--- src/stepper_consts.svh ---
`ifndef STEPPER_CONSTS_SVH
`define STEPPER_CONSTS_SVH

// Move buffer depth, two entries
`define MOVE_BUFFER_BITS 1
`define MOVE_BUFFER_SIZE (1 << `MOVE_BUFFER_BITS)

// Header byte command codes
`define CMD_COORDINATED_STEP    8'h01
`define CMD_MOTOR_ENABLE        8'h0a
`define CMD_CLK_DIVISOR         8'h0b
`define CMD_MOTORCONFIG         8'h10
`define CMD_MICROSTEPPER_CONFIG 8'h16
`define CMD_CHARGEPUMP          8'h17
`define CMD_BRIDGEINVERT        8'h18
`define CMD_API_VERSION         8'hfe

// Reported by the version query
`define VERSION_MAJOR 8'd0
`define VERSION_MINOR 8'd3
`define VERSION_PATCH 8'd1

// Configuration after reset
`define DEFAULT_MICROSTEPS          3'd2
`define DEFAULT_CURRENT             8'd140
`define DEFAULT_OFFTIME             10'd810
`define DEFAULT_BLANKTIME           8'd27
`define DEFAULT_FASTDECAY_THRESHOLD 10'd706
`define DEFAULT_MINIMUM_ON_TIME     8'd54
`define DEFAULT_CURRENT_THRESHOLD   11'd1024
`define DEFAULT_CHARGEPUMP_PERIOD   8'd91
`define DEFAULT_CLOCK_DIVISOR       8'd40

// Flops per SPI pin synchronizer
`define SYNC_STAGES 2

`endif

--- src/design/spi_word_pkg.sv ---
`default_nettype none

// Types of the SPI word layer
package spi_word_pkg;

  // One 64-bit transfer unit
  // Host packs it little endian, wire order is MSB first
  typedef logic [63:0] spi_word_t;

  // Command byte, top byte of a header word
  typedef logic [7:0] cmd_t;

endpackage

`default_nettype wire

--- src/design/motion_pkg.sv ---
`default_nettype none

`include "stepper_consts.svh"

// Types for moves, driver configuration and message parsing
package motion_pkg;

  // Move length in DDA ticks
  typedef logic [63:0] tick_count_t;

  // Signed DDA rate, step fraction per tick scaled by 2^64
  typedef logic signed [63:0] dda_rate_t;

  // One buffered move, 193 bits
  typedef struct packed {
    logic        dir;
    tick_count_t duration;
    dda_rate_t   increment;
    dda_rate_t   incinc;
  } move_t;

  // Move buffer indices and per-entry toggle flags
  typedef logic [`MOVE_BUFFER_BITS-1:0] buf_index_t;
  typedef logic [`MOVE_BUFFER_SIZE-1:0] buf_flags_t;

  // Settings for the bridge and microstepper logic
  typedef struct packed {
    logic [2:0]  microsteps;
    logic [7:0]  current;
    logic [9:0]  offtime;
    logic [7:0]  blanktime;
    logic [9:0]  fastdecay_threshold;
    logic [7:0]  minimum_on_time;
    logic [10:0] current_threshold;
    logic [7:0]  chargepump_period;
    logic        invert_highside;
    logic        invert_lowside;
  } stepper_cfg_t;

  // CLK cycles per DDA tick
  typedef logic [7:0] divisor_t;

  // Position inside a multi-word message
  typedef enum logic [2:0] {
    IDLE,
    MOVE_DURATION,
    MOVE_INCREMENT,
    MOVE_INCINC,
    REPLY
  } msg_state_t;

endpackage

`default_nettype wire

--- src/design/spi_word.sv ---
`timescale 1ns/1ps
`default_nettype none

`include "stepper_consts.svh"

module spi_word import spi_word_pkg::*; (
  input  logic      CLK,
  input  logic      resetn,
  input  logic      sck,
  input  logic      cs_n,
  input  logic      copi,
  output logic      cipo,
  input  spi_word_t tx_word,
  output spi_word_t rx_word,
  output logic      rx_valid
);

  // Pin synchronizers, newest sample in bit 0
  logic [`SYNC_STAGES-1:0] sck_sync;
  logic [`SYNC_STAGES-1:0] cs_sync;
  logic [`SYNC_STAGES-1:0] copi_sync;
  // Previous synchronized levels for edge detection
  logic sck_prev;
  logic cs_prev;
  logic sck_rise;
  logic sck_fall;
  logic cs_fall;
  logic cs_active;
  // Bits taken in the current word, wraps after 64
  logic [5:0] bit_cnt;
  spi_word_t rx_shift;
  spi_word_t tx_shift;

  always_ff @(posedge CLK) begin
    if (resetn) begin
      sck_sync  <= '0;
      cs_sync   <= '1;
      copi_sync <= '0;
      sck_prev  <= 1'b0;
      cs_prev   <= 1'b1;
    end else begin
      sck_sync  <= {sck_sync[`SYNC_STAGES-2:0], sck};
      cs_sync   <= {cs_sync[`SYNC_STAGES-2:0], cs_n};
      copi_sync <= {copi_sync[`SYNC_STAGES-2:0], copi};
      sck_prev  <= sck_sync[`SYNC_STAGES-1];
      cs_prev   <= cs_sync[`SYNC_STAGES-1];
    end
  end

  // Edges seen after the last synchronizer stage
  assign cs_active = ~cs_sync[`SYNC_STAGES-1];
  assign sck_rise  = sck_sync[`SYNC_STAGES-1] & ~sck_prev;
  assign sck_fall  = ~sck_sync[`SYNC_STAGES-1] & sck_prev;
  assign cs_fall   = cs_active & cs_prev;

  // Bit counter and word strobe
  always_ff @(posedge CLK) begin
    if (resetn) begin
      bit_cnt  <= '0;
      rx_valid <= 1'b0;
    end else begin
      rx_valid <= 1'b0;
      if (!cs_active) begin
        // Deselect aborts a partial word
        bit_cnt <= '0;
      end else if (sck_rise) begin
        bit_cnt <= bit_cnt + 6'd1;
        if (bit_cnt == 6'd63) begin
          rx_valid <= 1'b1;
        end
      end
    end
  end

  // COPI sampled on rising SCK, MSB first
  always_ff @(posedge CLK) begin
    if (cs_active && sck_rise) begin
      rx_shift <= {rx_shift[62:0], copi_sync[`SYNC_STAGES-1]};
      // Completed word captured together with the strobe
      if (bit_cnt == 6'd63) begin
        rx_word <= {rx_shift[62:0], copi_sync[`SYNC_STAGES-1]};
      end
    end
  end

  // CIPO shifted on falling SCK
  always_ff @(posedge CLK) begin
    if (resetn) begin
      tx_shift <= '0;
    end else if (cs_fall) begin
      // MSB ready before the first rising edge
      tx_shift <= tx_word;
    end else if (cs_active && sck_fall) begin
      // Word boundary in a continuous transfer reloads the reply
      if (bit_cnt == 6'd0) begin
        tx_shift <= tx_word;
      end else begin
        tx_shift <= {tx_shift[62:0], 1'b0};
      end
    end
  end

  assign cipo = tx_shift[63];

endmodule

`default_nettype wire

--- src/design/command_decoder.sv ---
`timescale 1ns/1ps
`default_nettype none

`include "stepper_consts.svh"

module command_decoder import spi_word_pkg::*, motion_pkg::*; (
  input  logic         CLK,
  input  logic         resetn,
  input  spi_word_t    rx_word,
  input  logic         rx_valid,
  output spi_word_t    tx_word,
  input  dda_rate_t    encoder_count,
  input  logic         buf_full,
  output logic         wr_en,
  output move_t        wr_move,
  output stepper_cfg_t cfg,
  output divisor_t     clock_divisor,
  output logic         enable
);

  // Driver settings after reset
  localparam stepper_cfg_t CFG_DEFAULTS = '{
    microsteps:          `DEFAULT_MICROSTEPS,
    current:             `DEFAULT_CURRENT,
    offtime:             `DEFAULT_OFFTIME,
    blanktime:           `DEFAULT_BLANKTIME,
    fastdecay_threshold: `DEFAULT_FASTDECAY_THRESHOLD,
    minimum_on_time:     `DEFAULT_MINIMUM_ON_TIME,
    current_threshold:   `DEFAULT_CURRENT_THRESHOLD,
    chargepump_period:   `DEFAULT_CHARGEPUMP_PERIOD,
    invert_highside:     1'b0,
    invert_lowside:      1'b0
  };

  msg_state_t state;
  cmd_t       header;
  // Encoder count taken at the move header
  dda_rate_t  enc_snap;

  // Command sits in the top byte of a header word
  assign header = cmd_t'(rx_word[63:56]);

  always_ff @(posedge CLK) begin
    if (resetn) begin
      state         <= IDLE;
      tx_word       <= '0;
      wr_en         <= 1'b0;
      cfg           <= CFG_DEFAULTS;
      clock_divisor <= `DEFAULT_CLOCK_DIVISOR;
      enable        <= 1'b0;
    end else begin
      wr_en <= 1'b0;
      if (rx_valid) begin
        // Each reply lasts a single word
        tx_word <= '0;
        case (state)
          IDLE: begin
            case (header)
              `CMD_COORDINATED_STEP: state <= MOVE_DURATION;
              `CMD_MOTOR_ENABLE: enable <= rx_word[0];
              `CMD_CLK_DIVISOR: clock_divisor <= rx_word[7:0];
              `CMD_MOTORCONFIG: begin
                cfg.current    <= rx_word[15:8];
                cfg.microsteps <= rx_word[2:0];
              end
              `CMD_MICROSTEPPER_CONFIG: begin
                cfg.offtime             <= rx_word[39:30];
                cfg.blanktime           <= rx_word[29:22];
                cfg.fastdecay_threshold <= rx_word[21:12];
                // Overlaps fastdecay_threshold in the host bit map
                cfg.minimum_on_time     <= rx_word[18:11];
                cfg.current_threshold   <= rx_word[10:0];
              end
              `CMD_CHARGEPUMP: cfg.chargepump_period <= rx_word[7:0];
              `CMD_BRIDGEINVERT: begin
                cfg.invert_highside <= rx_word[1];
                cfg.invert_lowside  <= rx_word[0];
              end
              `CMD_API_VERSION: begin
                // Version goes out during the next word
                tx_word <= {40'd0, `VERSION_MAJOR, `VERSION_MINOR, `VERSION_PATCH};
                state   <= REPLY;
              end
              default: begin
              end
            endcase
          end
          MOVE_DURATION: state <= MOVE_INCREMENT;
          MOVE_INCREMENT: begin
            // Snapshot returned while the host sends incinc
            tx_word <= spi_word_t'(enc_snap);
            state   <= MOVE_INCINC;
          end
          MOVE_INCINC: begin
            // Move dropped when no entry is free
            wr_en <= ~buf_full;
            state <= IDLE;
          end
          REPLY: state <= IDLE;
          default: state <= IDLE;
        endcase
      end
    end
  end

  // Move fields gathered word by word
  always_ff @(posedge CLK) begin
    if (rx_valid) begin
      case (state)
        IDLE: begin
          if (header == `CMD_COORDINATED_STEP) begin
            wr_move.dir <= rx_word[0];
            enc_snap    <= encoder_count;
          end
        end
        MOVE_DURATION: wr_move.duration <= tick_count_t'(rx_word);
        MOVE_INCREMENT: wr_move.increment <= dda_rate_t'(rx_word);
        MOVE_INCINC: wr_move.incinc <= dda_rate_t'(rx_word);
        default: begin
        end
      endcase
    end
  end

endmodule

`default_nettype wire

--- src/design/move_buffer.sv ---
`timescale 1ns/1ps
`default_nettype none

`include "stepper_consts.svh"

module move_buffer import motion_pkg::*; (
  input  logic  CLK,
  input  logic  resetn,
  input  logic  wr_en,
  input  move_t wr_move,
  input  logic  move_finished,
  output move_t cur_move,
  output logic  move_pending,
  output logic  buf_full,
  output logic  buffer_ready
);

  move_t      mem [`MOVE_BUFFER_SIZE];
  buf_index_t wr_idx;
  buf_index_t rd_idx;
  // Ready toggles on write, finished toggles on completion
  buf_flags_t ready_flags;
  buf_flags_t finished_flags;
  buf_flags_t pending;

  // Entry holds a move while its two flags differ
  assign pending      = ready_flags ^ finished_flags;
  assign buf_full     = &pending;
  assign buffer_ready = ~buf_full;
  assign move_pending = pending[rd_idx];
  assign cur_move     = mem[rd_idx];

  always_ff @(posedge CLK) begin
    if (resetn) begin
      wr_idx         <= '0;
      rd_idx         <= '0;
      ready_flags    <= '0;
      finished_flags <= '0;
    end else begin
      // Write side, full buffer keeps its index
      if (wr_en && !buf_full) begin
        ready_flags[wr_idx] <= ~ready_flags[wr_idx];
        wr_idx              <= wr_idx + buf_index_t'(1);
      end
      // Read side retires the entry being played
      if (move_finished && move_pending) begin
        finished_flags[rd_idx] <= ~finished_flags[rd_idx];
        rd_idx                 <= rd_idx + buf_index_t'(1);
      end
    end
  end

  // Move storage
  always_ff @(posedge CLK) begin
    if (wr_en && !buf_full) begin
      mem[wr_idx] <= wr_move;
    end
  end

endmodule

`default_nettype wire

--- src/design/dda_timer.sv ---
`timescale 1ns/1ps
`default_nettype none

module dda_timer import motion_pkg::*; (
  input  logic     CLK,
  input  logic     resetn,
  input  divisor_t clock_divisor,
  input  move_t    cur_move,
  input  logic     move_pending,
  input  logic     halt,
  output logic     step,
  output logic     dir,
  output logic     move_finished
);

  logic        active;
  // Set after the last tick, finish follows one cycle later
  logic        last_r;
  divisor_t    presc;
  logic        tick;
  tick_count_t tick_cnt;
  tick_count_t duration;
  logic [63:0] acc;
  dda_rate_t   rate;
  dda_rate_t   rate_inc;
  logic [63:0] rate_mag;
  logic [64:0] acc_sum;
  logic        last_tick;

  // One tick per clock_divisor cycles, 0 and 1 both tick every cycle
  assign tick = ({1'b0, presc} + 9'd1) >= {1'b0, clock_divisor};

  // Step on carry out of the accumulator, sign only sets direction
  assign rate_mag  = rate[63] ? 64'(-rate) : 64'(rate);
  assign acc_sum   = {1'b0, acc} + {1'b0, rate_mag};
  assign last_tick = (tick_cnt + tick_count_t'(1)) >= duration;

  always_ff @(posedge CLK) begin
    if (resetn) begin
      active        <= 1'b0;
      last_r        <= 1'b0;
      presc         <= '0;
      step          <= 1'b0;
      dir           <= 1'b0;
      move_finished <= 1'b0;
    end else begin
      step          <= 1'b0;
      move_finished <= 1'b0;
      if (!active) begin
        presc <= '0;
        // Wait a cycle after finishing so the buffer can advance
        if (move_pending && !move_finished) begin
          active <= 1'b1;
          dir    <= cur_move.dir;
        end
      end else if (halt || last_r) begin
        active        <= 1'b0;
        last_r        <= 1'b0;
        move_finished <= 1'b1;
      end else if (tick) begin
        presc <= '0;
        step  <= acc_sum[64];
        if (last_tick) begin
          last_r <= 1'b1;
        end
      end else begin
        presc <= presc + divisor_t'(1);
      end
    end
  end

  // DDA registers, loaded from the buffer head while idle
  always_ff @(posedge CLK) begin
    if (!active) begin
      if (move_pending) begin
        acc      <= '0;
        rate     <= cur_move.increment;
        rate_inc <= cur_move.incinc;
        duration <= cur_move.duration;
        tick_cnt <= '0;
      end
    end else if (tick) begin
      // Position first, then velocity
      acc      <= acc_sum[63:0];
      rate     <= rate + rate_inc;
      tick_cnt <= tick_cnt + tick_count_t'(1);
    end
  end

endmodule

`default_nettype wire

--- src/design/stepper_top.sv ---
`timescale 1ns/1ps
`default_nettype none

module stepper_top import spi_word_pkg::*, motion_pkg::*; (
  input  logic         CLK,
  input  logic         resetn,
  input  logic         sck,
  input  logic         cs_n,
  input  logic         copi,
  input  logic         halt,
  input  dda_rate_t    encoder_count,
  output logic         cipo,
  output logic         step,
  output logic         dir,
  output logic         enable,
  output logic         buffer_ready,
  output logic         move_done,
  output stepper_cfg_t cfg
);

  // SPI word layer
  spi_word_t rx_word;
  spi_word_t tx_word;
  logic      rx_valid;
  // Decoder to buffer
  logic      wr_en;
  move_t     wr_move;
  logic      buf_full;
  divisor_t  clock_divisor;
  // Buffer to DDA, move_done doubles as the finish strobe
  move_t     cur_move;
  logic      move_pending;

  spi_word u_spi_word (
    .CLK      (CLK),
    .resetn   (resetn),
    .sck      (sck),
    .cs_n     (cs_n),
    .copi     (copi),
    .cipo     (cipo),
    .tx_word  (tx_word),
    .rx_word  (rx_word),
    .rx_valid (rx_valid)
  );

  command_decoder u_command_decoder (
    .CLK           (CLK),
    .resetn        (resetn),
    .rx_word       (rx_word),
    .rx_valid      (rx_valid),
    .tx_word       (tx_word),
    .encoder_count (encoder_count),
    .buf_full      (buf_full),
    .wr_en         (wr_en),
    .wr_move       (wr_move),
    .cfg           (cfg),
    .clock_divisor (clock_divisor),
    .enable        (enable)
  );

  move_buffer u_move_buffer (
    .CLK           (CLK),
    .resetn        (resetn),
    .wr_en         (wr_en),
    .wr_move       (wr_move),
    .move_finished (move_done),
    .cur_move      (cur_move),
    .move_pending  (move_pending),
    .buf_full      (buf_full),
    .buffer_ready  (buffer_ready)
  );

  dda_timer u_dda_timer (
    .CLK           (CLK),
    .resetn        (resetn),
    .clock_divisor (clock_divisor),
    .cur_move      (cur_move),
    .move_pending  (move_pending),
    .halt          (halt),
    .step          (step),
    .dir           (dir),
    .move_finished (move_done)
  );

endmodule

`default_nettype wire

--- config.mk ---
export PLATFORM = sky130hd
export DESIGN_NAME = stepper_top
export DESIGN_NICKNAME = d
export VERILOG_FILES = /design/src/design/spi_word_pkg.sv /design/src/design/motion_pkg.sv /design/src/design/spi_word.sv /design/src/design/command_decoder.sv /design/src/design/move_buffer.sv /design/src/design/dda_timer.sv /design/src/design/stepper_top.sv
export VERILOG_INCLUDE_DIRS = /design/src
export SDC_FILE = /design/constraint.sdc
export NUM_CORES = 2
export LEC_CHECK = 0
export BUFFER_PORTS_ARGS = -buffer_cell sky130_fd_sc_hd__buf_2
export CAP_MARGIN = 20
export CORE_ASPECT_RATIO = 0.6
export CORE_MARGIN = 10
export CORE_UTILIZATION = 34
export DETAILED_ROUTE_END_ITERATION = 12
export SETUP_SLACK_MARGIN = 0.4
export SLEW_MARGIN = 20
export SYNTH_ARGS = -nofsm -noshare
export SYNTH_HDL_FRONTEND = slang
export SYNTH_HIERARCHICAL = 1
export SYNTH_SLANG_ARGS = --single-unit
export TNS_END_PERCENT = 100
--- constraint.sdc ---
create_clock -name CLK -period 35.2 [get_ports CLK]
set_clock_uncertainty 0.2 [all_clocks]
set_input_delay 8.8 -clock CLK [delete_from_list [all_inputs] [get_ports CLK]]
set_output_delay 8.8 -clock CLK [all_outputs]
set_load 0.02 [all_outputs]
==> out/qor.yml <==
outcome: "complete, no violations"
finalSetupTns_ps: 0
pre_cts_ws_ps: 23480
synth_ff_type: "edfxtp_1"
ant_nets: 0
die-height_um: 341
ys_async_sr_fraction_pct: 0
via_count: 35771
arrival_ps: 11380
min_from: "u_command_decoder/wr_move[47]$_DFFE_PP_"
port_buffers: 143
grt_pass1_vias: 34360
path_clk_slew_ps: 70
start_util_pct: 34.4
powerDensity_nw_per_um2: 46.5
seqPwrFrac_pct: 55.2
fmax_mhz: 91.2
clock_latency_ps: 760
hold_depth: 0
critPathKind: "in -> reg"
required_ps: 35620
yosys_warnings: 6
p_total_mw: 3.05
gp_congestion: 0.866
worst_pin_slew_ps: 1110
p_sw_mw: 0.616
synth_top_area_cell: "edfxtp_1"
drt_iter0_drc: 3762
synth_area_per_cell_um2: 13.3
yosysUniqueCellTypes: 84
power.share.clock_pct: 44.1
finalCritPeriodShare_pct: 31.1
seq_area_um2: 37600
place_inst: 6642
end_kind: "register"
post-route-drc-count: 0
cp-start-kind: "primary input"
period_minus_slack_ps: 10960
cts_tree: "done"
min_to: "u_move_buffer/mem[1][47]$_DFFE_PP_"
grt_max_degree: 130
cp_max_fo: 82
ys_seq_area_share_pct: 64.1
hold_violations: 0
drt_first_pass_iters: 6
finalMaxSlewViolations: 0
ir_worst_vdd_uv: 47.9
r2r_cells: 16
synth_edf_count: 1090
stdcell_count: 6870
setup_viol: 0
cts_setup_buffers: 0
layout.nets: 4776
area_delta_synth_final_pct: 12.2
maxCapViolCount: 0
fin_util_pct: 38.6
final_area_um2: 65700
grt.overflow.total: 0
clockRootBuffer: "clkbuf_16"
postCtsHoldBufs: 0
grt_pass1_wl_um: 216000
p_int_mw: 2.44
combinationalPowerShare_pct: 0.7
multiInputGateArea_um2: 19800
dieArea_um2: 190000
antenna_found_initial: 21
synthesis.area_um2: 58600
track_usage_pct: 14.5
row_count: 117
drive_gt1_share_pct: 16.1
power_switching_share_pct: 20.2
r2r_slack_ps: 28740
synthTopCellsByArea: "edfxtp_1, dfxtp_1, mux2_2"
hp-class: "reg -> reg"
cts_buffer_depth: 3
cts_buffers: 116
finalHoldWorstSlack_ps: 177
nFillCells: 16113
post-dp-hpwl_um: 94700
r2r_end: "u_dda_timer/acc[61]$_SDFFCE_PN0P_"
vias_per_cell: 5.21
synth_top_area_share_pct: 55.9
synth_cells: 4419
rr_startpoint: "u_dda_timer/rate[3]$_DFFE_PP_"
place_area_um2: 61600
p_leak_nw: 21.8
rsz0062_at_grt: "no"
cts.sinks: 1331
ys_ff_latch: 1331
die_x_um: 556
relSlewSlack_pct: 25.5
core_um2: 170000
routedWlPerCell_um: 20.9
wl_um: 144000
mappedNetlistNets: 4695
postLayoutSetupSlackWorst_ps: 24240
ios: 144
cts.htree.levels: 3
cts_resized: 0
## metal layers
metal  wire length (um)  vias to the layer above  track usage [%]  part of all wire [%]
met2              53600                     1297             18.7                    37
met3              13400                      145             3.48                   9.3
li1                   -                    16731                -                     -
met1              74900                    17598             24.2                    52
met5                  0                        -                0                     0
met4               1880                        0             2.26                   1.3
## power by group through the flow
stage / combinational [mW] / sequential, mW / clock, mW
2_1_floorplan: 0.0148 / 1.72 / 0
3_3_place_gp: 0.0208 / 1.72 / 0
3_5_place_dp: 0.0215 / 1.72 / 0
4_1_cts: 0.0216 / 1.69 / 1.38
5_1_grt: 0.0236 / 1.69 / 1.44
6_report: 0.0213 / 1.69 / 1.34
## worst max-delay path by stage
stage,start,to
final,resetn,u_spi_word/bit_cnt[4]$_SDFFE_PP0P_
after global routing,resetn,u_spi_word/rx_valid$_SDFF_PP0_
after CTS,u_move_buffer/ready_flags[1]$_SDFFE_PP0P_,buffer_ready
after detailed placement,resetn,u_spi_word/bit_cnt[1]$_SDFFE_PP0P_
after global placement,resetn,u_spi_word/bit_cnt[1]$_SDFFE_PP0P_
after floorplan,u_move_buffer/ready_flags[1]$_SDFFE_PP0P_,u_dda_timer/acc[0]$_SDFFCE_PN0P_
## logic make-up after synthesis
group	share of synthesized area [%]
flip-flops	64.1
AND/OR/NAND/NOR	9.92
AO/OA/AOI/OAI	10.6
buffers and inverters	2.38
multiplexers	4.95
XOR/XNOR	3.58
adder cells (fa/ha/maj)	4.43
## sequential cells by signal (all words and copies together) (netlist names), 64 cells and up, named ones only
signal	flops
u_dda_timer/tick_cnt	64
u_dda_timer/rate	64
u_move_buffer/mem	386
u_dda_timer/rate_inc	64
u_dda_timer/acc	64
u_dda_timer/duration	64
u_spi_word/tx_shift	64
u_command_decoder/cfg	65
u_command_decoder/tx_word	64
u_command_decoder/wr_move	193
u_command_decoder/enc_snap	64
u_spi_word/rx_word	64
## final cells by class
type                            instances  area share, %
Clock inverter                         75           1.40
Multi-Input combinational cell       2750           30.1
Tap cell                             2261           4.31
Inverter                              118          0.676
Sequential cell                      1331           57.2
Timing Repair Buffer                  183           1.60
Antenna cell                            8         0.0305
Clock buffer                          144           4.73
## placed cells by master (no fill, tap or decap), drive strengths merged, types with 66 or more instances in the layout
cell	instances
buf	181
o21ai	128
a311oi	66
nand2	299
dfxtp	241
xor2	71
clkbuf	146
xnor2	167
edfxtp	1090
ha	204
nand4	110
a21o	127
mux2	247
inv	122
nor2	308
nor2b	95
and2	77
a21oi	283
## cells in the mapped netlist, drive strengths merged, types with 49 or more instances
cell	instances
mux2	247
dfxtp	241
nor2b	95
a21oi	283
xnor2	167
nand4	110
and2	77
buf	57
a311oi	66
a21o	127
nor3	49
inv	117
o21ai	128
nor2	308
xor2	71
ha	204
clkbuf	163
edfxtp	1090
nand3	60
nand2	299
o31ai	64
## critical path, stage by stage
cell      delay, ps
clkbuf_8        460
buf_4           760
buf_4           840
or2_2           330
nor2_1           60
Note: power is estimated with default switching activity, not from simulation.
